<file path="src/soc_settings.svh">
// SoC settings: bus widths, memory map, memory sizes and debug timing

`ifndef SOC_SETTINGS_SVH
`define SOC_SETTINGS_SVH

// ------------------------------
// Bus widths
// ------------------------------
`define SOC_ADDR_WIDTH 32
`define SOC_DATA_WIDTH 64
`define SOC_STRB_WIDTH 8

// ------------------------------
// Memory map
// ------------------------------
`define SOC_ROM_BASE     32'h0001_0000
`define SOC_ROM_WORDS    16
`define SOC_CLINT_BASE   32'h0200_0000
`define SOC_CLINT_LENGTH 32'h000C_0000
`define SOC_DRAM_BASE    32'h8000_0000
`define SOC_DRAM_WORDS   256

// CLINT register offsets inside its region
`define SOC_CLINT_MSIP_OFFSET     32'h0000_0000
`define SOC_CLINT_MTIMECMP_OFFSET 32'h0000_4000
`define SOC_CLINT_MTIME_OFFSET    32'h0000_BFF8

// ------------------------------
// Boot and debug
// ------------------------------
`define SOC_DEBUG_DELAY_CYCLES 64
`define SOC_ROM_NOP            32'h0000_0013

`endif

</file>
<file path="src/reset_ctrl.sv">
// Reset controller: system reset from power-on and ndmreset, debug request hold-off

`timescale 1ns/1ps
`default_nettype none

`include "soc_settings.svh"

module reset_ctrl (
  input  logic clk_i,
  input  logic rst_ni,
  input  logic ndmreset_i,
  input  logic debug_req_i,
  output logic rst_sys_no,
  output logic debug_req_o
);

  localparam int unsigned cnt_width = $clog2(`SOC_DEBUG_DELAY_CYCLES + 1);

  logic                 rst_comb_n;
  logic                 rst_sync_q1;
  logic                 rst_sync_q2;
  logic [cnt_width-1:0] dbg_cnt_q;

  // ------------------------------
  // System reset
  // ------------------------------
  // Either source asserts at once, release is synchronized
  assign rst_comb_n = rst_ni & ~ndmreset_i;

  always_ff @(posedge clk_i or negedge rst_comb_n) begin
    if (!rst_comb_n) begin
      rst_sync_q1 <= 1'b0;
      rst_sync_q2 <= 1'b0;
    end else begin
      rst_sync_q1 <= 1'b1;
      rst_sync_q2 <= rst_sync_q1;
    end
  end

  assign rst_sys_no = rst_sync_q2;

  // ------------------------------
  // Debug hold-off window
  // ------------------------------
  // Only power-on reset restarts the window, ndmreset leaves it alone
  always_ff @(posedge clk_i or negedge rst_ni) begin
    if (!rst_ni) begin
      dbg_cnt_q <= cnt_width'(`SOC_DEBUG_DELAY_CYCLES);
    end else if (dbg_cnt_q != '0) begin
      dbg_cnt_q <= dbg_cnt_q - 1'b1;
    end
  end

  // Boot code runs undisturbed until the window closes
  assign debug_req_o = (dbg_cnt_q == '0) ? debug_req_i : 1'b0;

endmodule

`default_nettype wire

</file>
<file path="config.mk">
export PLATFORM = sky130hd
export DESIGN_NAME = reset_ctrl
export DESIGN_NICKNAME = d
export VERILOG_FILES = /design/src/reset_ctrl.sv
export VERILOG_INCLUDE_DIRS = /design/src
export SDC_FILE = /design/constraint.sdc
export NUM_CORES = 1
export LEC_CHECK = 0
export ABC_AREA = 1
export BUFFER_PORTS_ARGS = -buffer_cell sky130_fd_sc_hd__buf_2
export CORE_MARGIN = 2
export CORE_UTILIZATION = 25
export DETAILED_ROUTE_END_ITERATION = 10
export PLACE_DENSITY = 0.38
export SYNTH_ARGS = -nofsm -noshare
export SYNTH_HDL_FRONTEND = slang
export SYNTH_SLANG_ARGS = --single-unit
</file>
<file path="constraint.sdc">
create_clock -name clk_i -period 1.4 [get_ports clk_i]
set_input_delay 0.21 -clock clk_i [delete_from_list [all_inputs] [get_ports clk_i]]
set_output_delay 0.21 -clock clk_i [all_outputs]
set_load 0.03 [all_outputs]
</file>
==> results.toml <==
[critical_path]
required_ps = 1190
worst-r2r-cell-count = 8
worstSetupPathType = "reg -> out"
arrival_ps = 1280
worstSetupStartpoint = "dbg_cnt_q[3]"
timing.critical_path.to_type = "output port"
reg2reg_from = "dbg_cnt_q[1]"
crit_path_end = "debug_req_o"
r2r_end = "dbg_cnt_q[6]"
cp-start-kind = "flop"
crit_fanout = 3
rrSetupSlack_ps = 120

[power_and_ir_drop]
power_density_nw_per_um2 = 683
leakagePower_uw = 0.000387
peakVddDrop_mv = 0.453

[grt]
grt_pass1_wl_um = 1990
track_usage_pct = 11.8
antenna_found_initial = 0
gr-total-overflow = 0
grt_max_degree = 9
grt_pass1_vias = 471

[synthesis]
syn-num-nets = 70
ys_top_cells_by_area = "dfrtp_1, nand2_1, inv_1"
synth_fa_ha_area_share_pct = 5.04
async_flop_share_pct = 100
syn_area_sq_um = 497
synth_flop_cell = "dfrtp_1"
syn_inst = 64
synth_xor_area_share_pct = 1.76
synthMuxAreaShare_pct = 0
ys_top_cells_by_count = "nand2_1, inv_1, nor2_1, dfrtp_1, nand3_1"
synth-edff-count = 0
synth_top_family_by_area = "simple AND/OR/NAND/NOR gates"
ys_seq_area_share_pct = 45.6
synth.most_common_cell = "nand2_1"
synth_compound_area_share_pct = 1.01
yosysWarnings = 0
syn_area_per_cell_sq_um = 7.76
synth_top_area_share_pct = 40.3
synth_cell_types = 16
yosys.area_share.simple_pct = 36.0
yosys.area.top_type = "dfrtp_1"
ys_ff_latch = 9

[floorplanning]
dieWidth_um = 48.6
core_area_sq_um = 1920
num_rows = 16
die_y_um = 48.6
dieArea_sq_um = 2360
pin_count = 6
floorplan.initialDensity_pct = 25.8

[timing]
rsz0062_at_grt = "yes"
setup_ws_ps = -85.8
slew_violations = 0
hold_violations = 0
fmax_mhz = 673
min_period_over_period_pct = 106
setup_viol = 1
post-route-min-period_ps = 1490
clock_skew_ps = 4.47

[min_path]
hp-class = "in -> async"

[place]
portBuffers = 5
placed_area_sq_um = 578
dp_slack_ps = 101
gp_congestion = 0.755
dp_hpwl_um = 714

[drt]
routed_wl_um = 1110
drt_iter0_drc = 5
num_vias = 439
ant_nets = 0
first_pass_iters = 4
drc = 0
via_per_inst = 3.88
wl_per_cell_um = 9.80

[clock_tree]
clk_path_buf_depth = 2
tritoncts = "done"
h-tree-depth = 1
clk_pin_slew_ps = 60
cts_root_buffer = "clkbuf_4"
clkLatencyLatePin_ps = 260
cts_buffers = 3
clock_sinks = 9

[final_layout]
fin_area_sq_um = 726
diodes = 0
nets = 93
area_delta_synth_final_pct = 46.1
layout-drive-gt1-share_pct = 39.5

[job]
drv_cap = 0

[outcome]
status = "finished, violations left"
violations = "negative setup slack"
layout make-up:
class / instances / area, sq um
inverter: 13 / 48.8
multi-input combinational: 42 / 256
fill: 215 / 1200
sequential: 9 / 226
tap: 27 / 33.8
clock buffer: 4 / 26.3
timing repair buffer: 18 / 134
worst max-delay path, cell delays in order (launching register included):
cell     delay [ps]
dfrtp_1         410
inv_1           120
nand2_2          80
nor2_4          140
nand2_4          70
nor2_4           80
buf_6           130
power breakdown:
part	total, uW	switching [uW]	internal (uW)
Clock	203	93.4	110
Sequential	264	0.616	263
Combinational	28.8	16.3	12.5
Total	496	110	386
state kept, by name, indices dropped and copies added (netlist names):
register and cells:
dbg_cnt_q 7, rst_sys_no 1, rst_sync_q1 1
cells in the final DEF (no fill, tap or decap), drive strengths merged:
cell         instances
a21oi                1
nand3                4
nand2               17
buf                 16
clkbuf               4
nand4                2
dlygate4sd3          2
nor2                14
xnor2                1
ha                   2
dfrtp                8
conb                 1
dfstp                1
inv                 13
stage by stage:
stage / cells / TNS [ps] / util, % / hold slack [ps] / total power (uW)
floorplan: 64 / 0 / - / -85.6 / 279
global placement: 99 / 0 / 30.1 / 74.0 / 290
detailed placement: 99 / 0 / 30.1 / 74.3 / 291
CTS: 116 / -98.5 / 38.8 / 331 / 510
global route: 113 / -190 / 37.8 / 349 / 528
finish: 113 / -85.8 / 37.8 / 322 / 496
worst min path at each step:
stage	from	endpoint	slack, ps
4_1_cts	rst_ni	dbg_cnt_q[1]	330
3_5_place_dp	rst_ni	dbg_cnt_q[1]	70
2_1_floorplan	rst_ni	dbg_cnt_q[0]	-90
3_3_place_gp	rst_ni	dbg_cnt_q[0]	70
6_report	rst_ni	dbg_cnt_q[1]	320
5_1_grt	rst_ni	dbg_cnt_q[0]	350
timing repair:
action	4_1_cts	5_1_grt
resized for setup	11	1
buffers inserted	11	0
endpoints found under the setup margin	1	4
hold endpoints to repair	8	0
hold buffers	2	0
pin swaps	3	5
logic make-up after synthesis:
logic type | count (synthesis)
compound gates | 1
xor+xnor | 1
fa+ha+maj | 2
buf+inv | 13
flops | 9
other cells | 1
simple gates | 37
routing by layer:
layer	wire, um	global-route usage, %	part of all wire, %
met4	13	4.29	1.2
met5	0	0	0
met1	511	13.7	46
met3	46	5.56	4.2
met2	536	19.0	48
Note: power is estimated with default switching activity, not from simulation.
