===== config.mk =====
export PLATFORM = sky130hd
export DESIGN_NAME = mem_bus_router
export DESIGN_NICKNAME = d
export VERILOG_FILES = /design/src/soc_pkg.sv /design/src/mem_bus_router.sv
export VERILOG_INCLUDE_DIRS = /design/src
export SDC_FILE = /design/constraint.sdc
export NUM_CORES = 1
export LEC_CHECK = 0
export BUFFER_PORTS_ARGS = -buffer_cell sky130_fd_sc_hd__clkbuf_2
export CORE_AREA = 2 2 185 187
export CTS_CLUSTER_DIAMETER = 40
export DETAILED_ROUTE_END_ITERATION = 12
export DIE_AREA = 0 0 187 189
export PLACE_DENSITY = 0.4
export SLEW_MARGIN = 20
export SYNTH_ARGS = -nofsm -noshare
export SYNTH_HDL_FRONTEND = slang
export SYNTH_SLANG_ARGS = --single-unit

===== constraint.sdc =====
create_clock -name clk_i -period 2.25 [get_ports clk_i]
set_clock_uncertainty 0.1 [all_clocks]
set_input_delay 0.225 -clock clk_i [delete_from_list [all_inputs] [get_ports clk_i]]
set_output_delay 0.225 -clock clk_i [all_outputs]
set_load 0.005 [all_outputs]

===== src/soc_settings.svh =====
// SoC settings: bus widths, memory map, memory sizes and debug timing

`ifndef SOC_SETTINGS_SVH
`define SOC_SETTINGS_SVH

// ------------------------------
// Bus widths
// ------------------------------
`define SOC_ADDR_WIDTH 32
`define SOC_DATA_WIDTH 64
`define SOC_STRB_WIDTH 8

// ------------------------------
// Memory map
// ------------------------------
`define SOC_ROM_BASE     32'h0001_0000
`define SOC_ROM_WORDS    16
`define SOC_CLINT_BASE   32'h0200_0000
`define SOC_CLINT_LENGTH 32'h000C_0000
`define SOC_DRAM_BASE    32'h8000_0000
`define SOC_DRAM_WORDS   256

// CLINT register offsets inside its region
`define SOC_CLINT_MSIP_OFFSET     32'h0000_0000
`define SOC_CLINT_MTIMECMP_OFFSET 32'h0000_4000
`define SOC_CLINT_MTIME_OFFSET    32'h0000_BFF8

// ------------------------------
// Boot and debug
// ------------------------------
`define SOC_DEBUG_DELAY_CYCLES 64
`define SOC_ROM_NOP            32'h0000_0013

`endif


===== src/soc_pkg.sv =====
// SoC package: shared bus, timer and target select types

`default_nettype none

`include "soc_settings.svh"

package soc_pkg;

  // Byte address on the request port
  typedef logic [`SOC_ADDR_WIDTH-1:0] addr_t;

  // One bus data word
  typedef logic [`SOC_DATA_WIDTH-1:0] data_t;

  // One enable per data byte
  typedef logic [`SOC_STRB_WIDTH-1:0] strb_t;

  // RISC-V mtime and mtimecmp are 64 bits on every XLEN
  typedef logic [63:0] mtime_t;

  // One-hot select, bit 2 ROM, bit 1 CLINT, bit 0 SRAM
  typedef logic [2:0] target_sel_t;

endpackage

`default_nettype wire


===== src/mem_bus_router.sv =====
// Memory bus router: address decode to ROM, CLINT and SRAM, in-order response mux

`timescale 1ns/1ps
`default_nettype none

`include "soc_settings.svh"

module mem_bus_router (
  input  logic           clk_i,
  input  logic           rst_ni,
  input  logic           req_i,
  input  logic           we_i,
  input  soc_pkg::addr_t addr_i,
  input  soc_pkg::strb_t be_i,
  input  soc_pkg::data_t wdata_i,
  input  soc_pkg::data_t rom_rdata_i,
  input  soc_pkg::data_t sram_rdata_i,
  input  soc_pkg::data_t clint_rdata_i,
  output logic           rom_req_o,
  output logic           sram_req_o,
  output logic           clint_req_o,
  output logic           we_o,
  output soc_pkg::addr_t word_addr_o,
  output soc_pkg::strb_t be_o,
  output soc_pkg::data_t wdata_o,
  output logic           rvalid_o,
  output logic           err_o,
  output soc_pkg::data_t rdata_o
);

  // End addresses, exclusive
  localparam soc_pkg::addr_t rom_end   = `SOC_ROM_BASE + `SOC_ROM_WORDS * `SOC_STRB_WIDTH;
  localparam soc_pkg::addr_t clint_end = `SOC_CLINT_BASE + `SOC_CLINT_LENGTH;
  localparam soc_pkg::addr_t dram_end  = `SOC_DRAM_BASE + `SOC_DRAM_WORDS * `SOC_STRB_WIDTH;

  logic                 hit_rom;
  logic                 hit_clint;
  logic                 hit_sram;
  logic                 err_d;
  soc_pkg::target_sel_t sel_d;
  soc_pkg::target_sel_t sel_q;
  logic                 valid_q;
  logic                 err_q;

  // ------------------------------
  // Address decode
  // ------------------------------
  assign hit_rom   = (addr_i >= `SOC_ROM_BASE) && (addr_i < rom_end);
  assign hit_clint = (addr_i >= `SOC_CLINT_BASE) && (addr_i < clint_end);
  assign hit_sram  = (addr_i >= `SOC_DRAM_BASE) && (addr_i < dram_end);

  // ROM writes never reach the ROM
  assign sel_d = {hit_rom & ~we_i, hit_clint, hit_sram} & {3{req_i}};
  assign err_d = req_i & (sel_d == '0);

  assign rom_req_o   = sel_d[2];
  assign clint_req_o = sel_d[1];
  assign sram_req_o  = sel_d[0];

  // Shared request fields
  assign we_o    = we_i;
  assign be_o    = be_i;
  assign wdata_o = wdata_i;

  // Offset within the selected region
  always_comb begin
    word_addr_o = addr_i;
    if (hit_rom) begin
      word_addr_o = addr_i - `SOC_ROM_BASE;
    end else if (hit_clint) begin
      word_addr_o = addr_i - `SOC_CLINT_BASE;
    end else if (hit_sram) begin
      word_addr_o = addr_i - `SOC_DRAM_BASE;
    end
  end

  // ------------------------------
  // Response cycle
  // ------------------------------
  always_ff @(posedge clk_i or negedge rst_ni) begin
    if (!rst_ni) begin
      sel_q   <= '0;
      valid_q <= 1'b0;
      err_q   <= 1'b0;
    end else begin
      sel_q   <= sel_d;
      valid_q <= req_i;
      err_q   <= err_d;
    end
  end

  // Error responses have no select and so return zero
  always_comb begin
    case (sel_q)
      3'b100:  rdata_o = rom_rdata_i;
      3'b010:  rdata_o = clint_rdata_i;
      3'b001:  rdata_o = sram_rdata_i;
      default: rdata_o = '0;
    endcase
  end

  assign rvalid_o = valid_q;
  assign err_o    = err_q;

endmodule

`default_nettype wire


==> flow_summary.ini <==
[clocking]
clkTransAtPathRegs_ns = 0.03
cts_buffers = 3
clk_root_buffer_cell = clkbuf_16
cts_tree = built
htree_levels = 1
clock-sinks = 5
clock_path_buffers = 2

[setup_path]
worst_path_max_delay_cell = or3b_2
max_stage_delay_ns = 0.46
cp-start-kind = primary input
path_common_cell = clkbuf_2
critPathCaptureType = output pin
cp.required_ns = 1.92
path_cells = clkbuf_2, inv_2, ha_1, or3b_2, a31oi_2, nor4_4, buf_4, a21oi_1, a22oi_2, clkbuf_2
critPathArrivalTime_ns = 1.85
worstPathMaxFanout = 6
crit_type = in -> out

[sta]
slew_viol_final = 0
fmax_ghz = 0.461
hold_violations = 0
fin_crit_ns = 2.17
setup_viol = 0
slew_headroom_pct = 61.9
rsz0062_at_grt = true
worstMarginPinSlew_ns = 0.571
fin_crit_sh_pct = 96.5

[floorplanning]
pin_count = 474
core_mm2 = 0.0333
rows = 67
start_util_pct = 7.69
dieArea_mm2 = 0.0353
die_w_um = 187
fp.dieH_um = 189

[synthesis]
synth_edf_count = 0
ys_ff_latch = 5
yosysSeqAreaShare_pct = 4.89
yosys.area.top_type = buf_4
syn_area_per_cell_um2 = 6.42
synth_top_area_share_pct = 26.1
synthTopCellsByCount = buf_4, nand2_1, a22oi_1, o21ai_0, clkbuf_1
yosysWarnings = 0
synth_area_leaders = buf_4, a22oi_1, o21ai_0
synth_ff_type = dfrtp_1
netlist_instances = 399
async_flop_share_pct = 100
synth_most_common_cell = buf_4
synth_area_mm2 = 0.00256
synth.distinct_cells = 38
synth.net_count = 704

[global_route]
track_usage_pct = 7.74
grt_pass1_wl_mm = 21.8
grt-ovfl-total = 0
antenna_found_initial = 1
grt_max_degree = 52
grt_pass1_vias = 3905

[layout]
antenna_cells = 0
num-fill-cells = 3901
finalInstanceArea_mm2 = 0.00450
drive_gt1_share_pct = 60.6
nets = 960
areaGrowthSynthToFinish_pct = 75.7

[placement]
gp_congestion = 0.788
place_area_mm2 = 0.00435
dp_hpwl_mm = 12.7
port_buffers = 329

[run_status]
status = finished, final reports clean

[routing]
drcViolationCount = 0
dr.pass1.iters = 5
num_vias = 3911
wirelength_mm = 14.7
wire_per_inst_um = 13.4
final_antenna_net_count = 0
via_per_inst = 3.55
drt_iter0_markers = 92

[job]
drv_cap = 0

[min_path]
worstHoldEndpoint = rvalid_o
hold_start = req_i
whs_path_depth = 1
hold_path.class = in -> reg

[pwr]
vdd_drop_max_uv = 135
power.density_mw_per_mm2 = 162
p_total_uw = 729
p_leak_nw = 2.13
-- per-layer routing --
layer	vias to the layer above	routed length, um	GRT usage, %
met5	-	13	0.687
met3	20	1700	3.10
met1	1755	5490	8.25
met4	2	311	1.86
li1	1853	-	-
met2	281	7230	14.2
-- through the flow --
stage / std cells / setup TNS [ns] / setup WS, ns / hold slack (ns) / util (%)
detailed placement: 1097 / -0.222 / -0.0812 / -0.0581 / 13.1
floorplan: 399 / 0 / 0.322 / -0.171 / -
CTS: 1102 / 0 / 0.00261 / 0.102 / 13.4
global placement: 1097 / -0.517 / -0.0859 / -0.0525 / 13.1
global route: 1102 / -0.146 / -0.0493 / 0.109 / 13.5
finish: 1102 / 0 / 0.0789 / 0.0889 / 13.5
-- layout make-up --
type,instances,area (um^2),area share (%)
clock buffer,4,78.8,1.75
tap,448,561,12.5
inverter,6,22.5,0.501
multi-input combinational,270,1710,38.0
timing repair buffer,369,2000,44.5
sequential,5,129,2.87
-- layout by cell type (no fill, tap or decap), types with 2 or more instances in the layout --
master and count:
nand4b_1 3, and2_1 2, nor2_1 6, a21oi_1 11
nor3b_1 2, nor4_2 5, nand2_1 69, and3_1 2
buf_4 35, ha_1 5, o21ai_0 64, clkbuf_16 3
nor2b_4 3, inv_1 5, clkbuf_2 329, nor4_4 3
dfrtp_2 3, buf_12 4, nor3_1 4, dfrtp_1 2
nand2b_1 8, a22oi_1 64
-- worst max-delay path by stage --
stage                       to  slack [ns]       start
2_1_floorplan  word_addr_o[31]        0.32  addr_i[17]
3_3_place_gp         rom_req_o       -0.09  addr_i[21]
3_5_place_dp         rom_req_o       -0.08  addr_i[21]
4_1_cts        word_addr_o[31]       0.003  addr_i[17]
5_1_grt        word_addr_o[25]       -0.05  addr_i[21]
6_report       word_addr_o[25]        0.08  addr_i[17]
-- power by group --
| part | leakage [nW] | switching, mW | internal (mW) | total (mW) |
|---|---|---|---|---|
| clock network | 0.0382 | 0.0510 | 0.234 | 0.285 |
| registers | 0.0602 | 0.00129 | 0.0925 | 0.0938 |
| logic | 2.03 | 0.145 | 0.206 | 0.351 |
| total | 2.13 | 0.197 | 0.532 | 0.729 |
-- kinds of logic (layout without fill, tap and decap cells) --
logic type,Yosys count,count (layout),synth area share [%]
compound gates,147,147,36.6
fa+ha+maj,5,5,2.44
buf+inv,124,379,31.6
flops,5,5,4.89
simple gates,118,118,24.5
-- worst max-delay path: cells and delay by family --
family | cells | cell delay (ns)
buf+inv | 4 | 0.46
compound gates | 3 | 0.46
fa+ha+maj | 1 | 0.15
simple gates | 2 | 0.55
-- registers in the layout, indices dropped and copies added, names as in the netlist --
register / count
sel_q: 3
err_o: 1
rvalid_o: 1
-- what timing repair did --
item | CTS | global route
hold endpoints to repair | 5 | 0
pin swaps | 0 | 3
resized for setup | 5 | 9
buffers inserted | 0 | 0
setup endpoints to repair | 7 | 29
hold buffers | 1 | 0
No activity file was read; power rests on OpenSTA's default activity.
