File: config.mk
export PLATFORM = sky130hd
export DESIGN_NAME = clint_timer
export DESIGN_NICKNAME = d
export VERILOG_FILES = /design/src/soc_pkg.sv /design/src/clint_timer.sv
export VERILOG_INCLUDE_DIRS = /design/src
export SDC_FILE = /design/constraint.sdc
export NUM_CORES = 1
export LEC_CHECK = 0
export BUFFER_PORTS_ARGS = -buffer_cell sky130_fd_sc_hd__buf_2
export CAP_MARGIN = 0
export CORE_MARGIN = 4
export CORE_UTILIZATION = 30
export CTS_CLUSTER_DIAMETER = 40
export DETAILED_ROUTE_END_ITERATION = 10
export GPL_ROUTABILITY_DRIVEN = 1
export GPL_TIMING_DRIVEN = 1
export PLACE_DENSITY = 0.48
export SETUP_SLACK_MARGIN = 0.15
export SLEW_MARGIN = 15
export SYNTH_ARGS = -nofsm -noshare
export SYNTH_HDL_FRONTEND = slang
export SYNTH_SLANG_ARGS = --single-unit
export TNS_END_PERCENT = 10
File: constraint.sdc
create_clock -name clk_i -period 2.7 [get_ports clk_i]
set_input_delay 0.135 -clock clk_i [delete_from_list [all_inputs] [get_ports clk_i]]
set_output_delay 0.135 -clock clk_i [all_outputs]
set_load 0.1 [all_outputs]
File: src/soc_settings.svh
// SoC settings: bus widths, memory map, memory sizes and debug timing

`ifndef SOC_SETTINGS_SVH
`define SOC_SETTINGS_SVH

// ------------------------------
// Bus widths
// ------------------------------
`define SOC_ADDR_WIDTH 32
`define SOC_DATA_WIDTH 64
`define SOC_STRB_WIDTH 8

// ------------------------------
// Memory map
// ------------------------------
`define SOC_ROM_BASE     32'h0001_0000
`define SOC_ROM_WORDS    16
`define SOC_CLINT_BASE   32'h0200_0000
`define SOC_CLINT_LENGTH 32'h000C_0000
`define SOC_DRAM_BASE    32'h8000_0000
`define SOC_DRAM_WORDS   256

// CLINT register offsets inside its region
`define SOC_CLINT_MSIP_OFFSET     32'h0000_0000
`define SOC_CLINT_MTIMECMP_OFFSET 32'h0000_4000
`define SOC_CLINT_MTIME_OFFSET    32'h0000_BFF8

// ------------------------------
// Boot and debug
// ------------------------------
`define SOC_DEBUG_DELAY_CYCLES 64
`define SOC_ROM_NOP            32'h0000_0013

`endif

File: src/soc_pkg.sv
// SoC package: shared bus, timer and target select types

`default_nettype none

`include "soc_settings.svh"

package soc_pkg;

  // Byte address on the request port
  typedef logic [`SOC_ADDR_WIDTH-1:0] addr_t;

  // One bus data word
  typedef logic [`SOC_DATA_WIDTH-1:0] data_t;

  // One enable per data byte
  typedef logic [`SOC_STRB_WIDTH-1:0] strb_t;

  // RISC-V mtime and mtimecmp are 64 bits on every XLEN
  typedef logic [63:0] mtime_t;

  // One-hot select, bit 2 ROM, bit 1 CLINT, bit 0 SRAM
  typedef logic [2:0] target_sel_t;

endpackage

`default_nettype wire

File: src/clint_timer.sv
// CLINT timer: mtime counter on rtc edges, mtimecmp compare and msip software interrupt

`timescale 1ns/1ps
`default_nettype none

`include "soc_settings.svh"

module clint_timer (
  input  logic           clk_i,
  input  logic           rst_ni,
  input  logic           rtc_i,
  input  logic           req_i,
  input  logic           we_i,
  input  soc_pkg::addr_t addr_i,
  input  soc_pkg::strb_t be_i,
  input  soc_pkg::data_t wdata_i,
  output soc_pkg::data_t rdata_o,
  output logic           timer_irq_o,
  output logic           ipi_o
);

  logic            rtc_q1;
  logic            rtc_q2;
  logic            rtc_q3;
  logic            rtc_rise;
  soc_pkg::addr_t  reg_addr;
  logic            sel_msip;
  logic            sel_mtimecmp;
  logic            sel_mtime;
  soc_pkg::mtime_t mtime_q;
  soc_pkg::mtime_t mtimecmp_q;
  logic            msip_q;

  // Keeps the old bytes where the enable is low
  function automatic soc_pkg::data_t merge_be(input soc_pkg::data_t old_val,
                                              input soc_pkg::data_t new_val,
                                              input soc_pkg::strb_t be);
    soc_pkg::data_t res;
    res = old_val;
    for (int i = 0; i < `SOC_STRB_WIDTH; i++) begin
      if (be[i]) begin
        res[i*8 +: 8] = new_val[i*8 +: 8];
      end
    end
    return res;
  endfunction

  // ------------------------------
  // RTC synchronizer
  // ------------------------------
  always_ff @(posedge clk_i or negedge rst_ni) begin
    if (!rst_ni) begin
      rtc_q1 <= 1'b0;
      rtc_q2 <= 1'b0;
      rtc_q3 <= 1'b0;
    end else begin
      rtc_q1 <= rtc_i;
      rtc_q2 <= rtc_q1;
      rtc_q3 <= rtc_q2;
    end
  end

  assign rtc_rise = rtc_q2 & ~rtc_q3;

  // ------------------------------
  // Register decode
  // ------------------------------
  // Registers are word aligned
  assign reg_addr     = {addr_i[`SOC_ADDR_WIDTH-1:3], 3'b000};
  assign sel_msip     = req_i && (reg_addr == `SOC_CLINT_MSIP_OFFSET);
  assign sel_mtimecmp = req_i && (reg_addr == `SOC_CLINT_MTIMECMP_OFFSET);
  assign sel_mtime    = req_i && (reg_addr == `SOC_CLINT_MTIME_OFFSET);

  always_ff @(posedge clk_i or negedge rst_ni) begin
    if (!rst_ni) begin
      mtime_q    <= '0;
      mtimecmp_q <= '1;
      msip_q     <= 1'b0;
    end else begin
      // Software write wins over a tick in the same cycle
      if (sel_mtime && we_i) begin
        mtime_q <= merge_be(mtime_q, wdata_i, be_i);
      end else if (rtc_rise) begin
        mtime_q <= mtime_q + 1'b1;
      end
      if (sel_mtimecmp && we_i) begin
        mtimecmp_q <= merge_be(mtimecmp_q, wdata_i, be_i);
      end
      if (sel_msip && we_i && be_i[0]) begin
        msip_q <= wdata_i[0];
      end
    end
  end

  // Registered read, unused offsets read zero
  always_ff @(posedge clk_i) begin
    if (req_i) begin
      if (we_i) begin
        rdata_o <= '0;
      end else if (sel_mtime) begin
        rdata_o <= mtime_q;
      end else if (sel_mtimecmp) begin
        rdata_o <= mtimecmp_q;
      end else if (sel_msip) begin
        rdata_o <= {{(`SOC_DATA_WIDTH-1){1'b0}}, msip_q};
      end else begin
        rdata_o <= '0;
      end
    end
  end

  assign timer_irq_o = (mtime_q >= mtimecmp_q);
  assign ipi_o       = msip_q;

endmodule

`default_nettype wire

==> run_summary.xml <==
<?xml version="1.0" encoding="UTF-8"?>
<metrics>
  <group name="detailed_routing">
    <metric name="detail_route.first_pass.iterations" unit="">5</metric>
    <metric name="detail-route-antenna-nets" unit="">0</metric>
    <metric name="drt_drc_violations_left" unit="">0</metric>
    <metric name="detail_route.wl_per_cell" unit="microns">19.70</metric>
    <metric name="vias" unit="">10131</metric>
    <metric name="detailedRoute.firstIterationViolations" unit="">580</metric>
    <metric name="final_wl" unit="microns">38210</metric>
    <metric name="vias_per_cell" unit="">5.222</metric>
  </group>
  <group name="clock_tree">
    <metric name="cts_max_level" unit="">4</metric>
    <metric name="cts_inserted_buffers" unit="">17</metric>
    <metric name="cts_tree" unit="">built</metric>
    <metric name="cts.reportedPaths.clkPinSlew" unit="ns">0.08</metric>
    <metric name="cts_sinks" unit="">196</metric>
    <metric name="max-clock-path-buffers" unit="">2</metric>
    <metric name="clock_tree.root_cell" unit="">sky130_fd_sc_hd__clkbuf_16</metric>
    <metric name="clkLatencyLatePin" unit="ns">0.46</metric>
  </group>
  <group name="power_and_ir_drop">
    <metric name="power.net_switching" unit="mW">2.067</metric>
    <metric name="static-leakage-power" unit="nW">6.270</metric>
    <metric name="total_power" unit="mW">6.884</metric>
    <metric name="power.sequential.fraction" unit="%">46.7</metric>
    <metric name="power.density" unit="mW/mm^2">461.5</metric>
    <metric name="comb_power_share" unit="%">16.4</metric>
    <metric name="power.share.clock" unit="%">36.9</metric>
    <metric name="internal_power" unit="mW">4.817</metric>
    <metric name="switching_share" unit="%">30.03</metric>
    <metric name="worst_ir_drop_vdd" unit="uV">483.2</metric>
  </group>
  <group name="yosys">
    <metric name="synth_ff_type" unit="">sky130_fd_sc_hd__dfrtp_1</metric>
    <metric name="post_synth.cell_area_avg" unit="sq um">10.03</metric>
    <metric name="yosysUniqueCellTypes" unit="">67</metric>
    <metric name="synth_seq_area_share" unit="%">47.34</metric>
    <metric name="yosys_warnings" unit="">0</metric>
    <metric name="synth-edff-count" unit="">64</metric>
    <metric name="ys_async_sr_fraction" unit="%">67.35</metric>
    <metric name="postSynthCellCount" unit="">1117</metric>
    <metric name="synthesis.nets" unit="">1291</metric>
    <metric name="post_synth_instance_area" unit="sq mm">0.01121</metric>
    <metric name="synth.ff_latch_count" unit="">196</metric>
  </group>
  <group name="floorplanning">
    <metric name="num_io_pins" unit="">175</metric>
    <metric name="coreArea" unit="sq mm">0.03670</metric>
    <metric name="dieHeight" unit="microns">201.3</metric>
    <metric name="die_x" unit="microns">201.3</metric>
    <metric name="placementRows" unit="">70</metric>
    <metric name="floorplan.initialDensity" unit="%">30.54</metric>
    <metric name="floorplan.die_area" unit="sq mm">0.04051</metric>
  </group>
  <group name="hold_path">
    <metric name="min_path_type" unit="">in2reg</metric>
  </group>
  <group name="critical_path">
    <metric name="critical-path-max-stage-delay" unit="ns">0.60</metric>
    <metric name="reg2reg_slack" unit="ns">0.28</metric>
    <metric name="crit_path_start" unit="">mtimecmp_q[19]$_DFFE_PN1P_</metric>
    <metric name="destination_of_the_critical_timing_path" unit="">timer_irq_o</metric>
    <metric name="critical_path.most_common_cell" unit="">sky130_fd_sc_hd__buf_4</metric>
    <metric name="crit_slowest_cell" unit="">sky130_fd_sc_hd__or4_4</metric>
    <metric name="worstPathCellList" unit="">inv_2, ha_4, nand4_1, or4_4, a2111oi_4, buf_4, o311ai_2, buf_4, a21oi_4, buf_12</metric>
    <metric name="r2r-end" unit="">mtime_q[18]$_DFFE_PN0P_</metric>
    <metric name="path_max_fanout" unit="">2</metric>
    <metric name="critPathKind" unit="">reg2out</metric>
    <metric name="crit_cells" unit="">10</metric>
    <metric name="ff2ff_path_depth" unit="">8</metric>
    <metric name="rr_startpoint" unit="">mtime_q[1]$_DFFE_PN0P_</metric>
    <metric name="critical_path.n_buffers_inverters" unit="">4</metric>
    <metric name="worstPathArrival" unit="ns">3.07</metric>
    <metric name="start_kind" unit="">flop</metric>
    <metric name="setup.worst_path.end_class" unit="">primary output</metric>
    <metric name="worst_path_dominant_cell_family" unit="">simple AND/OR/NAND/NOR gates</metric>
    <metric name="critical_path_required" unit="ns">2.57</metric>
  </group>
  <group name="placed_design">
    <metric name="post-place-ws" unit="ns">-0.2276</metric>
    <metric name="hpwlAfterDp" unit="microns">28460</metric>
    <metric name="port_buffers" unit="">171</metric>
    <metric name="globalplace.congestion" unit="">0.8426</metric>
    <metric name="postPlaceCellArea" unit="sq mm">0.01358</metric>
  </group>
  <group name="layout">
    <metric name="insertedDiodeCount" unit="">0</metric>
    <metric name="layout_common_cells" unit="">sky130_fd_sc_hd__buf_2 (169), sky130_fd_sc_hd__nor2_1 (135), sky130_fd_sc_hd__buf_4 (123), sky130_fd_sc_hd__inv_1 (75), sky130_fd_sc_hd__dfrtp_1 (68)</metric>
    <metric name="layout-drive-gt1-share" unit="%">29.76</metric>
    <metric name="post-route-cell-area" unit="sq mm">0.01492</metric>
    <metric name="finish.net_count" unit="">1633</metric>
    <metric name="syn_to_final_growth" unit="%">33.10</metric>
    <metric name="final_common_cell" unit="">sky130_fd_sc_hd__buf_2</metric>
  </group>
  <group name="sta">
    <metric name="finalCriticalPeriod" unit="ns">3.202</metric>
    <metric name="fin_ws" unit="ns">-0.5016</metric>
    <metric name="rsz0062_at_grt" unit="">true</metric>
    <metric name="max_slew_margin" unit="%">45.43</metric>
    <metric name="final_min_period_over_clock_period" unit="%">118.6</metric>
    <metric name="slew_violations" unit="">0</metric>
    <metric name="maxClockFrequency" unit="MHz">312.3</metric>
    <metric name="final.setup.tns" unit="ns">-0.5016</metric>
    <metric name="hold_viol_final" unit="">0</metric>
    <metric name="worst_slew_pin_slew" unit="ns">0.8110</metric>
    <metric name="finalSetupViolCount" unit="">1</metric>
    <metric name="final.setup_skew" unit="ns">0.01220</metric>
  </group>
  <group name="grt">
    <metric name="via_count_of_the_first_global_routing_pass" unit="">10386</metric>
    <metric name="grt_start_max_net_pins" unit="">66</metric>
    <metric name="gr-total-overflow" unit="">0</metric>
    <metric name="grt_first_pass_wirelength" unit="microns">60430</metric>
    <metric name="grt.total_usage" unit="%">18.88</metric>
    <metric name="groute.layer.met1.usage" unit="%">26.59</metric>
    <metric name="antenna_found_initial" unit="">0</metric>
    <metric name="use_met2" unit="%">30.62</metric>
    <metric name="grtUsageMet3" unit="%">2.949</metric>
    <metric name="gr-max-usage-layer" unit="">met2</metric>
  </group>
  <group name="status">
    <metric name="violations_in_the_final_reports" unit="">negative setup slack</metric>
    <metric name="run_status" unit="">finished with violations</metric>
  </group>
  <group name="flow_run">
    <metric name="max_cap_violations" unit="">0</metric>
  </group>
</metrics>
state kept, by name, indices dropped and copies added (netlist names):
name / count
mtime_q: 64
mtimecmp_q: 64
rdata_o: 64
ipi_o: 1
rtc_q1: 1
rtc_q2: 1
rtc_q3: 1
area by class of cell:
type	count	area [sq um]
tap	468	585.6
timing repair buffer	368	2620
clock inverter	14	118.9
fill	3630	21780
multi-input combinational	799	5548
sequential	196	5305
inverter	77	289.0
clock buffer	18	450.4
per-stage QoR:
step / hold slack (ns) / instances / util (%)
final: 0.09835 / 1940 / 40.65
after global routing: 0.08130 / 1940 / 40.65
after CTS: 0.07170 / 1940 / 40.59
after detailed placement: 0.1914 / 1840 / 37.01
after global placement: 0.1856 / 1840 / 37.01
after floorplan: -0.1606 / 1117 / -
power by group through the flow:
stage	Clock (mW)	Combinational [mW]	Sequential, mW
2_1_floorplan	0	0.263	3.60
3_3_place_gp	0	1.04	3.27
3_5_place_dp	0	1.04	3.27
4_1_cts	2.62	1.13	3.22
5_1_grt	2.74	1.22	3.23
6_report	2.54	1.13	3.22
worst reg2reg max path: cells and delay by family (launching register included):
family,cells,cell delay (ns)
AOI/OAI and AO/OA,2,0.55
adders and majority gates,1,0.25
buffers and inverters,1,0.14
and+or+nand+nor,4,1.00
DFF,1,0.38
layer usage:
metal / up-vias / part of all wire [%]
met5: - / 0
met4: 0 / 1.5
met3: 33 / 3.8
met2: 265 / 46
met1: 4956 / 48
li1: 4877 / -
how the worst min path moves through the flow:
stage	from	end	slack [ns]	cells past startpoint
final	be_i[4]	mtime_q[39]$_DFFE_PN0P_	0.1	3
after global routing	be_i[4]	mtime_q[39]$_DFFE_PN0P_	0.08	3
after CTS	be_i[4]	mtime_q[39]$_DFFE_PN0P_	0.07	3
after detailed placement	rst_ni	rtc_q2$_DFF_PN0_	0.19	1
after global placement	rst_ni	rtc_q2$_DFF_PN0_	0.19	1
after floorplan	rst_ni	ipi_o$_DFFE_PN0P_	-0.16	0
synth_stat cells, types with 18 or more instances:
cell | n | area (sq um)
sky130_fd_sc_hd__mux2_1 | 63 | 709.4
sky130_fd_sc_hd__dfstp_2 | 64 | 1682
sky130_fd_sc_hd__nor3_1 | 28 | 140.1
sky130_fd_sc_hd__nor2_1 | 135 | 506.7
sky130_fd_sc_hd__nor4_1 | 18 | 112.6
sky130_fd_sc_hd__o21ai_0 | 29 | 145.1
sky130_fd_sc_hd__nand2_1 | 63 | 236.5
sky130_fd_sc_hd__a21o_1 | 19 | 142.6
sky130_fd_sc_hd__edfxtp_1 | 64 | 1922
sky130_fd_sc_hd__nand4_1 | 41 | 256.5
sky130_fd_sc_hd__a22oi_1 | 64 | 480.5
sky130_fd_sc_hd__inv_1 | 77 | 289.0
sky130_fd_sc_hd__clkbuf_1 | 36 | 135.1
sky130_fd_sc_hd__ha_1 | 65 | 813.3
sky130_fd_sc_hd__dfrtp_1 | 68 | 1702
sky130_fd_sc_hd__nand3_1 | 39 | 195.2
sky130_fd_sc_hd__a21oi_1 | 58 | 290.3
timing repair:
| item | CTS | global route |
|---|---|---|
| buffers inserted | 1 | 0 |
| pin swaps | 7 | 3 |
| setup endpoints to repair | 2 | 5 |
| hold buffers | 67 | 0 |
| hold endpoints to repair | 139 | 0 |
| cloned | 0 | 0 |
| resized for setup | 12 | 3 |
cells by family after synthesis:
logic type                 synth area share, %
buffers and inverters                    4.153
muxes                                    6.799
and+or+nand+nor                          17.95
AOI/OAI and AO/OA                        16.50
adders and majority gates                7.257
DFF                                      47.34
Note: power is estimated with default switching activity, not from simulation.
