$ cat config.mk
export PLATFORM = sky130hd
export DESIGN_NAME = boot_rom
export DESIGN_NICKNAME = d
export VERILOG_FILES = /design/src/soc_pkg.sv /design/src/boot_rom.sv
export VERILOG_INCLUDE_DIRS = /design/src
export SDC_FILE = /design/constraint.sdc
export NUM_CORES = 1
export LEC_CHECK = 0
export BUFFER_PORTS_ARGS = -buffer_cell sky130_fd_sc_hd__buf_2
export CORE_MARGIN = 3
export CORE_UTILIZATION = 29
export CTS_BUF_LIST = sky130_fd_sc_hd__clkbuf_4 sky130_fd_sc_hd__clkbuf_8
export DETAILED_ROUTE_END_ITERATION = 16
export PLACE_DENSITY_LB_ADDON = 0.2
export SKIP_LAST_GASP = 1
export SLEW_MARGIN = 30
export SYNTH_ARGS = -nofsm -noshare
export SYNTH_HDL_FRONTEND = slang
export SYNTH_SLANG_ARGS = --single-unit
$ cat constraint.sdc
create_clock -name clk_i -period 1 [get_ports clk_i]
set_input_delay 0.05 -clock clk_i [delete_from_list [all_inputs] [get_ports clk_i]]
set_output_delay 0.05 -clock clk_i [all_outputs]
set_load 0.01 [all_outputs]
$ cat src/soc_settings.svh
// SoC settings: bus widths, memory map, memory sizes and debug timing

`ifndef SOC_SETTINGS_SVH
`define SOC_SETTINGS_SVH

// ------------------------------
// Bus widths
// ------------------------------
`define SOC_ADDR_WIDTH 32
`define SOC_DATA_WIDTH 64
`define SOC_STRB_WIDTH 8

// ------------------------------
// Memory map
// ------------------------------
`define SOC_ROM_BASE     32'h0001_0000
`define SOC_ROM_WORDS    16
`define SOC_CLINT_BASE   32'h0200_0000
`define SOC_CLINT_LENGTH 32'h000C_0000
`define SOC_DRAM_BASE    32'h8000_0000
`define SOC_DRAM_WORDS   256

// CLINT register offsets inside its region
`define SOC_CLINT_MSIP_OFFSET     32'h0000_0000
`define SOC_CLINT_MTIMECMP_OFFSET 32'h0000_4000
`define SOC_CLINT_MTIME_OFFSET    32'h0000_BFF8

// ------------------------------
// Boot and debug
// ------------------------------
`define SOC_DEBUG_DELAY_CYCLES 64
`define SOC_ROM_NOP            32'h0000_0013

`endif

$ cat src/soc_pkg.sv
// SoC package: shared bus, timer and target select types

`default_nettype none

`include "soc_settings.svh"

package soc_pkg;

  // Byte address on the request port
  typedef logic [`SOC_ADDR_WIDTH-1:0] addr_t;

  // One bus data word
  typedef logic [`SOC_DATA_WIDTH-1:0] data_t;

  // One enable per data byte
  typedef logic [`SOC_STRB_WIDTH-1:0] strb_t;

  // RISC-V mtime and mtimecmp are 64 bits on every XLEN
  typedef logic [63:0] mtime_t;

  // One-hot select, bit 2 ROM, bit 1 CLINT, bit 0 SRAM
  typedef logic [2:0] target_sel_t;

endpackage

`default_nettype wire

$ cat src/boot_rom.sv
// Boot ROM: fixed contents with a registered read

`timescale 1ns/1ps
`default_nettype none

`include "soc_settings.svh"

module boot_rom (
  input  logic           clk_i,
  input  logic           rst_ni,
  input  logic           req_i,
  input  soc_pkg::addr_t addr_i,
  output soc_pkg::data_t rdata_o
);

  localparam int unsigned idx_bits = $clog2(`SOC_ROM_WORDS);
  localparam int unsigned off_bits = $clog2(`SOC_STRB_WIDTH);

  logic [idx_bits-1:0] rom_idx;

  // Upper address bits drop out, so the index wraps
  assign rom_idx = addr_i[off_bits +: idx_bits];

  // Word i is {i, nop}
  always_ff @(posedge clk_i or negedge rst_ni) begin
    if (!rst_ni) begin
      rdata_o <= '0;
    end else if (req_i) begin
      rdata_o <= {32'(rom_idx), `SOC_ROM_NOP};
    end
  end

endmodule

`default_nettype wire

==> results.md, run 1 <==
* Mapped Area at ~620 sq um
* Delay-heaviest family, CP: flip-flops
* Count of antenna diodes in the layout at 0
* Total global routing track utilization at 4.60%
* Top flip-flop cell by instance count after synthesis: dfrtp_1
* Kind of launch point of the worst setup path: flop
* Detailed-route wire length per cell at approximately 6.6 um
* Total Die Area at 0.00274 sq mm
* Number of synthesis warnings at 0
* Minimum setup slack among reg-to-reg paths at around 230 ps
* Most area-hungry cell type in the Yosys netlist: buf_4
* Maximum number of pins on one net before global-route repair at 6
* Number of H-tree branching levels at 1
* Worst-path maximum fanout at 4
* Flip-flop and latch count after synthesis at 5
* Clock period minus worst slack at about 820 ps
* Cells taking the most area after synthesis: buf_4, dfrtp_1, mux2_2
* Post-CTS setup buffers at 0
* Largest buffer count on any clock path at 2
* Worst Skew at 0 ps
* Number of synthesized flops with an enable pin at 0
* Cell Pwr Density at between 1000 and 1500 mW/mm^2
* Boundary pin count at between 90 and 100
* Largest stage delay, worst path at 380 ps
* Vias per cell at 2.68
* Largest register FFs at 5
* DPL Wire Length at between 600 and 700 um
* Vias after detailed routing at 300
* Number of standard cells after synthesis at 70
* Number of buffers inserted by port buffering at 13
* Num CTS Buffers at 3
* Clk_lat worst skew at between 200 and 250 ps
* # DRC at 0
* Placed cells at between 100 and 150
* Overall overflow remaining after global route at 0
* List of most frequent post-synthesis cells: buf_4, dfrtp_1, mux2_2
* Number of unique standard cell types used by synthesis at 5
* Fraction of registers with async set or reset after synthesis at 100%
* Post-CTS Hold Fix Bufs at 1
* Outcome: finished clean
* Cell with the most instances after synthesis: buf_4
* Number of global-route vias before repair at about 190
* Leakage at 0.326 nW
* Clock tree from TritonCTS: built
* Core area at approximately 0.002 sq mm
* Layout net count at 121
* Initial antenna violation count at 0
* Wire length of the first global-routing pass at 862 um
* Antenna Violating Nets Remaining at 0
* Syn_area_per_cell at roughly 8.9 sq um
* Critical path data required time at roughly 950 ps
* Highest clock frequency the design can meet at 1.22 GHz
* Top Registers: rdata_o: 5 flops
* Area growth from synthesis to layout at -15.1%
* Final estimated routing congestion in global placement at 0.586
* Number of iterations in the first detailed-routing pass at 1
* Worst Path Arrival at approximately 770 ps
* Setup violations, final at 0
* Max-cap violations at 0
* Die boundary height at about 52 um
* Kind of critical path: flop to primary output
* Final number of hold-violating endpoints at 0
* Post-CTS resize count at 0
* Detailed-route wire length at between 700 and 800 um
* Highest ir drop seen on vdd at ~0.00077 V
* Share of synthesized area occupied by flip-flops and latches at approximately 20%
* Drt initial violations at 0
* Crit. End Element: primary output
* Initial core utilization at 31.1%
* Setup TNS after final layout at 0 ps
* Post-route fraction of the period consumed by the critical path at 81.9%
* Number of slew-limit violations in the final report at 0
* Proportion of layout cells with a drive suffix above 1 at 25.9%
* Clock input transition at the sequential cells of the worst setup and hold paths at approximately 40 ps
* Placement row count at 16
* CP Buf/Inv Count at 1
* Register with the most flip-flops: rdata_o
* Master cell of the clock root buffer: clkbuf_4
* Portion of synthesized cell area occupied by the leading cell type at a little under three quarters
* Critical-path top delay cell: dfrtp_1
* Crit path cell chain: buf_2
* Class of the tightest hold or removal check: input port to flop
* Setup repair after global routing missed its margin: no
* Clock net sink count at 5
* Count of placed standard cells in the final layout, fillers left out at 112
* Width of the die at around 52 um
per-stage QoR:
step / utilization [%] / setup WS (ps) / hold slack (ps) / instance area [sq um] / total power, mW
final: 26.4 / 181 / 43.7 / 529 / 0.646
after detailed placement: 24.4 / 226 / -130 / 489 / 0.384
after floorplan: - / 193 / -246 / 833 / 0.513
after global routing: 26.4 / 144 / 27.9 / 529 / 0.705
after CTS: 26.4 / 159 / 31.3 / 529 / 0.660
after global placement: 24.4 / 233 / -125 / 489 / 0.383
power by group:
group	switching [mW]	total, mW	internal, mW
clock	0.0788	0.256	0.178
sequential	0.00624	0.226	0.219
combinational	0.128	0.164	0.0358
total	0.213	0.646	0.433
cell families (layout without fill, tap and decap cells):
group	count (synthesis)	after routing	synth area share (%)
buffers and inverters	59	18	71.1
flip-flops	5	5	20.1
multiplexers	4	4	7.23
other	1	57	0.602
AND/OR/NAND/NOR	1	1	1.00
cell type report:
type,count,area [sq um]
Clock buffer,4,30.0
Timing Repair Buffer,14,75.1
Tap cell,27,33.8
Fill cell,227,1470
Sequential cell,5,125
Multi-Input combinational cell,62,265
placed cells by master, fill, tap and decap left out:
master	count
clkbuf_4	4
dlygate4sd3_1	1
dfrtp_1	5
mux2_2	4
conb_1	57
or2_2	1
buf_2	13
final timing paths:
| kind | from | endpoint | depth (start not counted) |
|---|---|---|---|
| max reg2reg | rdata_o[4]$_DFFE_PN0P_ | rdata_o[4]$_DFFE_PN0P_ | 1 |
| min reg2reg | rdata_o[32]$_DFFE_PN0P_ | rdata_o[32]$_DFFE_PN0P_ | 1 |
| max in group asynchronous | rst_ni | rdata_o[35]$_DFFE_PN0P_ | 2 |
| min in group asynchronous | rst_ni | rdata_o[4]$_DFFE_PN0P_ | 2 |
| max | rdata_o[4]$_DFFE_PN0P_ | rdata_o[4] | 1 |
| min | addr_i[3] | rdata_o[32]$_DFFE_PN0P_ | 2 |
metal layers:
layer / share of wire (%) / track usage, % / vias up
met5: 0 / 0 / -
met4: 0 / 1.28 / 0
met3: 21 / 4.27 / 0
met2: 54 / 6.82 / 39
met1: 25 / 4.62 / 133
li1: - / - / 128
Power figures use the tool's default switching activity.
==> inputs of run 2 (changes only) <==
clock period = 0.8 ns   (was 1 ns; I/O delays follow)
==> results.md, run 2 (synthesis results as in run 1) <==
* Max-cap violations at 0 (unchanged)
* Clk_lat worst skew at 240 ps (about the same)
* Initial core utilization at 31.1% (unchanged)
* Detailed-route wire length at 735 um (+0.14%)
* # DRC at 0 (unchanged)
* Worst-path maximum fanout at 4 (unchanged)
* Setup repair after global routing missed its margin: yes
* Hold path start: addr_i[3]
* Post-detailed-placement cell area at 492 sq um (+0.51%)
* Detailed-route wire length per cell at 6.56 um (+0.14%)
* Core area at 0.00200 sq mm (unchanged)
* Number of global-route vias before repair at 181 (-5.7%)
* Most frequent cells in the layout: conb_1, buf_2, dfrtp_1
* Delay-heaviest family, CP: flip-flops
* Cell Pwr Density at 1520 mW/mm^2 (+24%)
* Clock net sink count at 5 (unchanged)
* Setup violations, final at 3 (+3)
* Proportion of layout cells with a drive suffix above 1 at 25.9% (unchanged)
* Vias after detailed routing at 304 (+1.3%)
* Endpoint of the lowest-slack register-to-register path: rdata_o[34]$_DFFE_PN0P_
* Setup ws final at -11.8 ps (-193 ps)
* Critical-path top delay cell: dfrtp_1
* Register with the most flip-flops: rdata_o
* Maximum number of pins on one net before global-route repair at 6 (unchanged)
* Total global routing track utilization at 4.19% (-0.41 points)
* Met1 Track Usage GR at 3.25% (-1.4 points)
* Placement row count at 16 (unchanged)
* Largest register FFs at 5 (unchanged)
* Largest stage delay, worst path at 390 ps (about the same)
* Vias per cell at 2.71 (+1.3%)
* Kind of launch point of the worst setup path: flop
* Area taken by multi-input logic gates at 268 sq um (+0.94%)
* Worst Skew at 0 ps (unchanged)
* Class of the tightest hold or removal check: input port to flop
* Register Area at 125 sq um (unchanged)
* Initial antenna violation count at 0 (unchanged)
* Post-route fraction of the period consumed by the critical path at 101%
* Setup TNS after final layout at -34.1 ps (-34.1 ps)
* Highest ir drop seen on vdd at 0.000604 V (-21%)
* Count of filler cells inserted in the layout at 237 (+4.4%)
* Most congested layer reported by global routing: met2
* Source of the worst register-to-register timing path: rdata_o[34]$_DFFE_PN0P_
* Layout net count at 121 (unchanged)
* Leakage at 0.328 nW (+0.54%)
* Number of H-tree branching levels at 1 (unchanged)
* Largest buffer count on any clock path at 2 (unchanged)
* Critical path data required time at 760 ps (-190 ps)
* Total Die Area at 0.00274 sq mm (unchanged)
* Number of buffers inserted by port buffering at 13 (unchanged)
* Final estimated routing congestion in global placement at 0.597 (+1.9%)
* Worst hold slack at 32.1 ps (-11.6 ps)
* GR Layer Usage met2 at 7.02% (+0.21 points)
* R2r worst-path depth at 1 (unchanged)
* Num CTS Buffers at 3 (unchanged)
* Antenna Violating Nets Remaining at 0 (unchanged)
* Drt initial violations at 2 (+2)
* Worst setup slack after placement at 60.6 ps (-166 ps)
* CP Buf/Inv Count at 1 (unchanged)
* Most frequent standard cell in the layout excluding fill and tap cells: conb_1
* Wire length of the first global-routing pass at 765 um (-11%)
* Number of iterations in the first detailed-routing pass at 3 (+2)
* Crit. End Element: primary output
* Hold-critical path depth at 2 (unchanged)
* Top Registers: rdata_o: 5 flops
* Master cell of the clock root buffer: clkbuf_4
* Die boundary height at 52.4 um (unchanged)
* Overall overflow remaining after global route at 0 (unchanged)
* Area growth from synthesis to layout at -14.7%
* Total design power at 0.808 mW (+25%)
* Clock tree from TritonCTS: built
* Clock input transition at the sequential cells of the worst setup and hold paths at 40 ps (about the same)
* End of the worst hold path: rdata_o[32]$_DFFE_PN0P_
* Number of slew-limit violations in the final report at 0 (unchanged)
* Worst Path Arrival at 770 ps (about the same)
* Met3 track utilization from global routing at 3.42% (-0.85 points)
* Minimum setup slack among reg-to-reg paths at 60 ps (-170 ps)
* Post-CTS setup buffers at 0 (unchanged)
* Boundary pin count at 99 (unchanged)
* Post-CTS resize count at 0 (unchanged)
* DPL Wire Length at 663 um (about the same)
* Violated checks: setup timing
* Count of antenna diodes in the layout at 0 (unchanged)
* Outcome: finished with violations
* Width of the die at 52.4 um (unchanged)
* Highest clock frequency the design can meet at ~1.2 GHz
* Kind of critical path: flop to primary output
* Clock period minus worst slack at just over 800 ps
* Crit path cell chain: buf_2
* Post-route design area at 532 sq um (+0.47%)
* Final number of hold-violating endpoints at 0 (unchanged)
## run 2: cell type report
cell class                 instances  area share, %
multi-input combinational         62           50.4
sequential                         5           23.5
timing repair buffer              14           14.1
tap                               27           6.35
clock buffer                       4           5.65
## run 2: worst max path at each step
stage | start | end | slack, ps | depth (start not counted)
floorplan | rdata_o[32]$_DFFE_PN0P_ | rdata_o[32]$_DFFE_PN0P_ | 30 | 1
global placement | rdata_o[32]$_DFFE_PN0P_ | rdata_o[32]$_DFFE_PN0P_ | 80 | 1
detailed placement | rdata_o[34]$_DFFE_PN0P_ | rdata_o[34]$_DFFE_PN0P_ | 60 | 1
CTS | rdata_o[4]$_DFFE_PN0P_ | rdata_o[0] | -30 | 1
global route | rdata_o[4]$_DFFE_PN0P_ | rdata_o[1] | -40 | 1
finish | rdata_o[4]$_DFFE_PN0P_ | rdata_o[0] | -10 | 1
## run 2: metrics by stage
| stage | std cells | util (%) |
|---|---|---|
| after floorplan | 126 | - |
| after global placement | 107 | 24.6 |
| after detailed placement | 107 | 24.6 |
| after CTS | 112 | 26.6 |
| after global routing | 112 | 26.6 |
| final | 112 | 26.6 |
## run 2: timing repair
action | 4_1_cts | 5_1_grt
endpoints found under the hold margin | 5 | 0
hold buffers | 1 | 0
endpoints found under the setup margin | 5 | 7
gates cloned | 0 | 0
## run 2: layer usage
layer | vias to the layer above | routed length [um]
met3 | 0 | 156
met2 | 41 | 389
met5 | - | 0
met1 | 135 | 189
met4 | 0 | 0
li1 | 128 | -
## run 2: where the power goes
group	internal (mW)	switching [mW]
sequential	0.274	0.00840
clock	0.222	0.0997
combinational	0.0447	0.159
total	0.541	0.267
==> inputs of run 3 (changes only) <==
GPL_TIMING_DRIVEN = 0   (was unset)
==> results.md, run 3 (synthesis results as in run 1) <==
* CP Buf/Inv Count at 2 (+1)
* End of the worst hold path: rdata_o[35]$_DFFE_PN0P_
* Vias per cell at 2.70 (-0.61%)
* Maximum number of pins on one net before global-route repair at 6 (unchanged)
* R2r worst-path depth at 2 (+1)
* Placement row count at 16 (unchanged)
* Count of placed standard cells in the final layout, fillers left out at 172 (+54%)
* Count of filler cells inserted in the layout at 200 (-16%)
* Largest register FFs at 5 (unchanged)
* Critical Path Stages at 2 (+1)
* Fraction of power consumed by the clock network at 31.6% (-8.3 points)
* Delay-heaviest family, CP: flip-flops
* Class of the tightest hold or removal check: input port to flop
* Core area at 0.00200 sq mm (unchanged)
* Clock period minus worst slack at 926 ps (+115 ps)
* Worst Path Arrival at 890 ps (+120 ps)
* Part of the power in combinational logic at 41.0% (+16 points)
* Violated checks: setup timing
* Part of the total power dissipated in sequential elements at 27.4% (-7.6 points)
* Post-route fraction of the period consumed by the critical path at 116% (+14 points)
* Initial antenna violation count at 0 (unchanged)
* Kind of launch point of the worst setup path: flop
* Net Sw Power at 0.311 mW (+17%)
* Source of the worst register-to-register timing path: rdata_o[4]$_DFFE_PN0P_
* Detailed-route wire length at 1070 um (+45%)
* Cell internal pwr at 0.726 mW (+34%)
* Largest stage delay, worst path at 390 ps (about the same)
* Boundary pin count at 99 (unchanged)
* Sw Share at 30.0% (-3.0 points)
* Final number of hold-violating endpoints at 0 (unchanged)
* Final estimated routing congestion in global placement at 0.558 (-6.5%)
* Top Registers: rdata_o: 5 flops
* Wire length of the first global-routing pass at 1300 um (+70%)
* Total global routing track utilization at 6.62% (+2.4 points)
* Number of slew-limit violations in the final report at 0 (unchanged)
* Vias after detailed routing at 464 (+53%)
* Minimum setup slack among reg-to-reg paths at -50 ps (-110 ps)
* Initial core utilization at 31.1% (unchanged)
* Worst-path maximum fanout at 4 (unchanged)
* Critical-path top delay cell: dfrtp_1
* # DRC at 0 (unchanged)
* Count of antenna diodes in the layout at 0 (unchanged)
* Die boundary height at 52.4 um (unchanged)
* Kind of critical path: flop to primary output
* Highest ir drop seen on vdd at 0.000831 V (+38%)
* Clock tree from TritonCTS: built
* Clock net sink count at 5 (unchanged)
* Placed cells at 166 (+55%)
* Cell Pwr Density at 1040 mW/mm^2 (-32%)
* Number of global-route vias before repair at 314 (+73%)
* Setup violations, final at 5 (+2)
* Layout net count at 181 (+50%)
* Outcome: finished with violations
* Register with the most flip-flops: rdata_o
* Drt initial violations at 2 (unchanged)
* Number of H-tree branching levels at 1 (unchanged)
* Clk_lat worst skew at 240 ps (about the same)
* Width of the die at 52.4 um (unchanged)
* Overall overflow remaining after global route at 0 (unchanged)
* Detailed-route wire length per cell at 6.22 um (-5.3%)
* Critical path data required time at 760 ps (about the same)
* Setup ws final at -126 ps (-115 ps)
* Number of buffers inserted by port buffering at 13 (unchanged)
* Antenna Violating Nets Remaining at 0 (unchanged)
* Most frequent standard cell in the layout excluding fill and tap cells: buf_4
* Area growth from synthesis to layout at 60.6%
* Clock input transition at the sequential cells of the worst setup and hold paths at 50 ps (about the same)
* Most frequent cells in the layout: buf_4, conb_1, buf_2
* Leakage at 0.661 nW (+100%)
* Endpoint of the lowest-slack register-to-register path: rdata_o[4]$_DFFE_PN0P_
* Number of iterations in the first detailed-routing pass at 4 (+1)
* Proportion of layout cells with a drive suffix above 1 at 56.6% (+31 points)
* Total Die Area at 0.00274 sq mm (unchanged)
* Highest clock frequency the design can meet at 1.08 GHz (-12%)
* Worst Skew at 0 ps (unchanged)
* Master cell of the clock root buffer: clkbuf_4
* Max-cap violations at 0 (unchanged)
* Largest buffer count on any clock path at 2 (unchanged)
* Hold path start: addr_i[6]
* Worst hold slack at 36.9 ps (+4.82 ps)
* Final core occ at 50.0% (+23 points)
* Num CTS Buffers at 3 (unchanged)
* Hold-critical path depth at 2 (unchanged)
* Crit path cell chain: buf_4 -> buf_6
* Crit. End Element: primary output
* Setup repair after global routing missed its margin: yes
==> run 3: area by class of cell <==
cell class / count / area, sq um / area share, %
sequential: 5 / 125 / 12.5
tap: 27 / 33.8 / 3.38
timing repair buffer: 15 / 101 / 10.1
clock buffer: 4 / 30.0 / 3.00
multi-input combinational: 62 / 268 / 26.8
buffer: 59 / 443 / 44.3
==> run 3: metal layers <==
layer  share of wire (%)  GRT usage, %
met2                  55          13.2
met4                   0          2.55
met5                   0             0
met3                  19          3.99
met1                  25          4.83
==> run 3: through the flow <==
| step | setup TNS [ps] | worst slack (ps) | total power [mW] | area [sq um] |
|---|---|---|---|---|
| final | -330 | -126 | 1.04 | 1000 |
| after global routing | -564 | -158 | 1.12 | 1000 |
| after CTS | -376 | -133 | 1.03 | 995 |
| after detailed placement | 0 | 65.5 | 0.687 | 935 |
| after global placement | 0 | 72.8 | 0.685 | 935 |
| after floorplan | 0 | 30.6 | 0.641 | 836 |
==> run 3: worst max-delay path by stage <==
stage / start / end / slack [ps]
after floorplan: rdata_o[32]$_DFFE_PN0P_ / rdata_o[32]$_DFFE_PN0P_ / 30
after global placement: rdata_o[32]$_DFFE_PN0P_ / rdata_o[32]$_DFFE_PN0P_ / 70
after detailed placement: rdata_o[32]$_DFFE_PN0P_ / rdata_o[32]$_DFFE_PN0P_ / 70
after CTS: rdata_o[4]$_DFFE_PN0P_ / rdata_o[1] / -130
after global routing: rdata_o[4]$_DFFE_PN0P_ / rdata_o[4] / -160
final: rdata_o[4]$_DFFE_PN0P_ / rdata_o[4] / -130
==> run 3: what timing repair did <==
item / in CTS / in global routing
pin swaps: 0 / 0
setup buffers: 1 / 0
endpoints found under the setup margin: 4 / 8
hold buffers: 1 / 0
gates resized for setup: 2 / 1
hold endpoints to repair: 5 / 0
==> run 3: power by group through the flow <==
stage | combinational (mW) | sequential [mW] | clock, mW
after floorplan | 0.344 | 0.297 | 0
after global placement | 0.399 | 0.286 | 0
after detailed placement | 0.401 | 0.286 | 0
after CTS | 0.406 | 0.284 | 0.344
after global routing | 0.465 | 0.287 | 0.370
final | 0.425 | 0.285 | 0.328
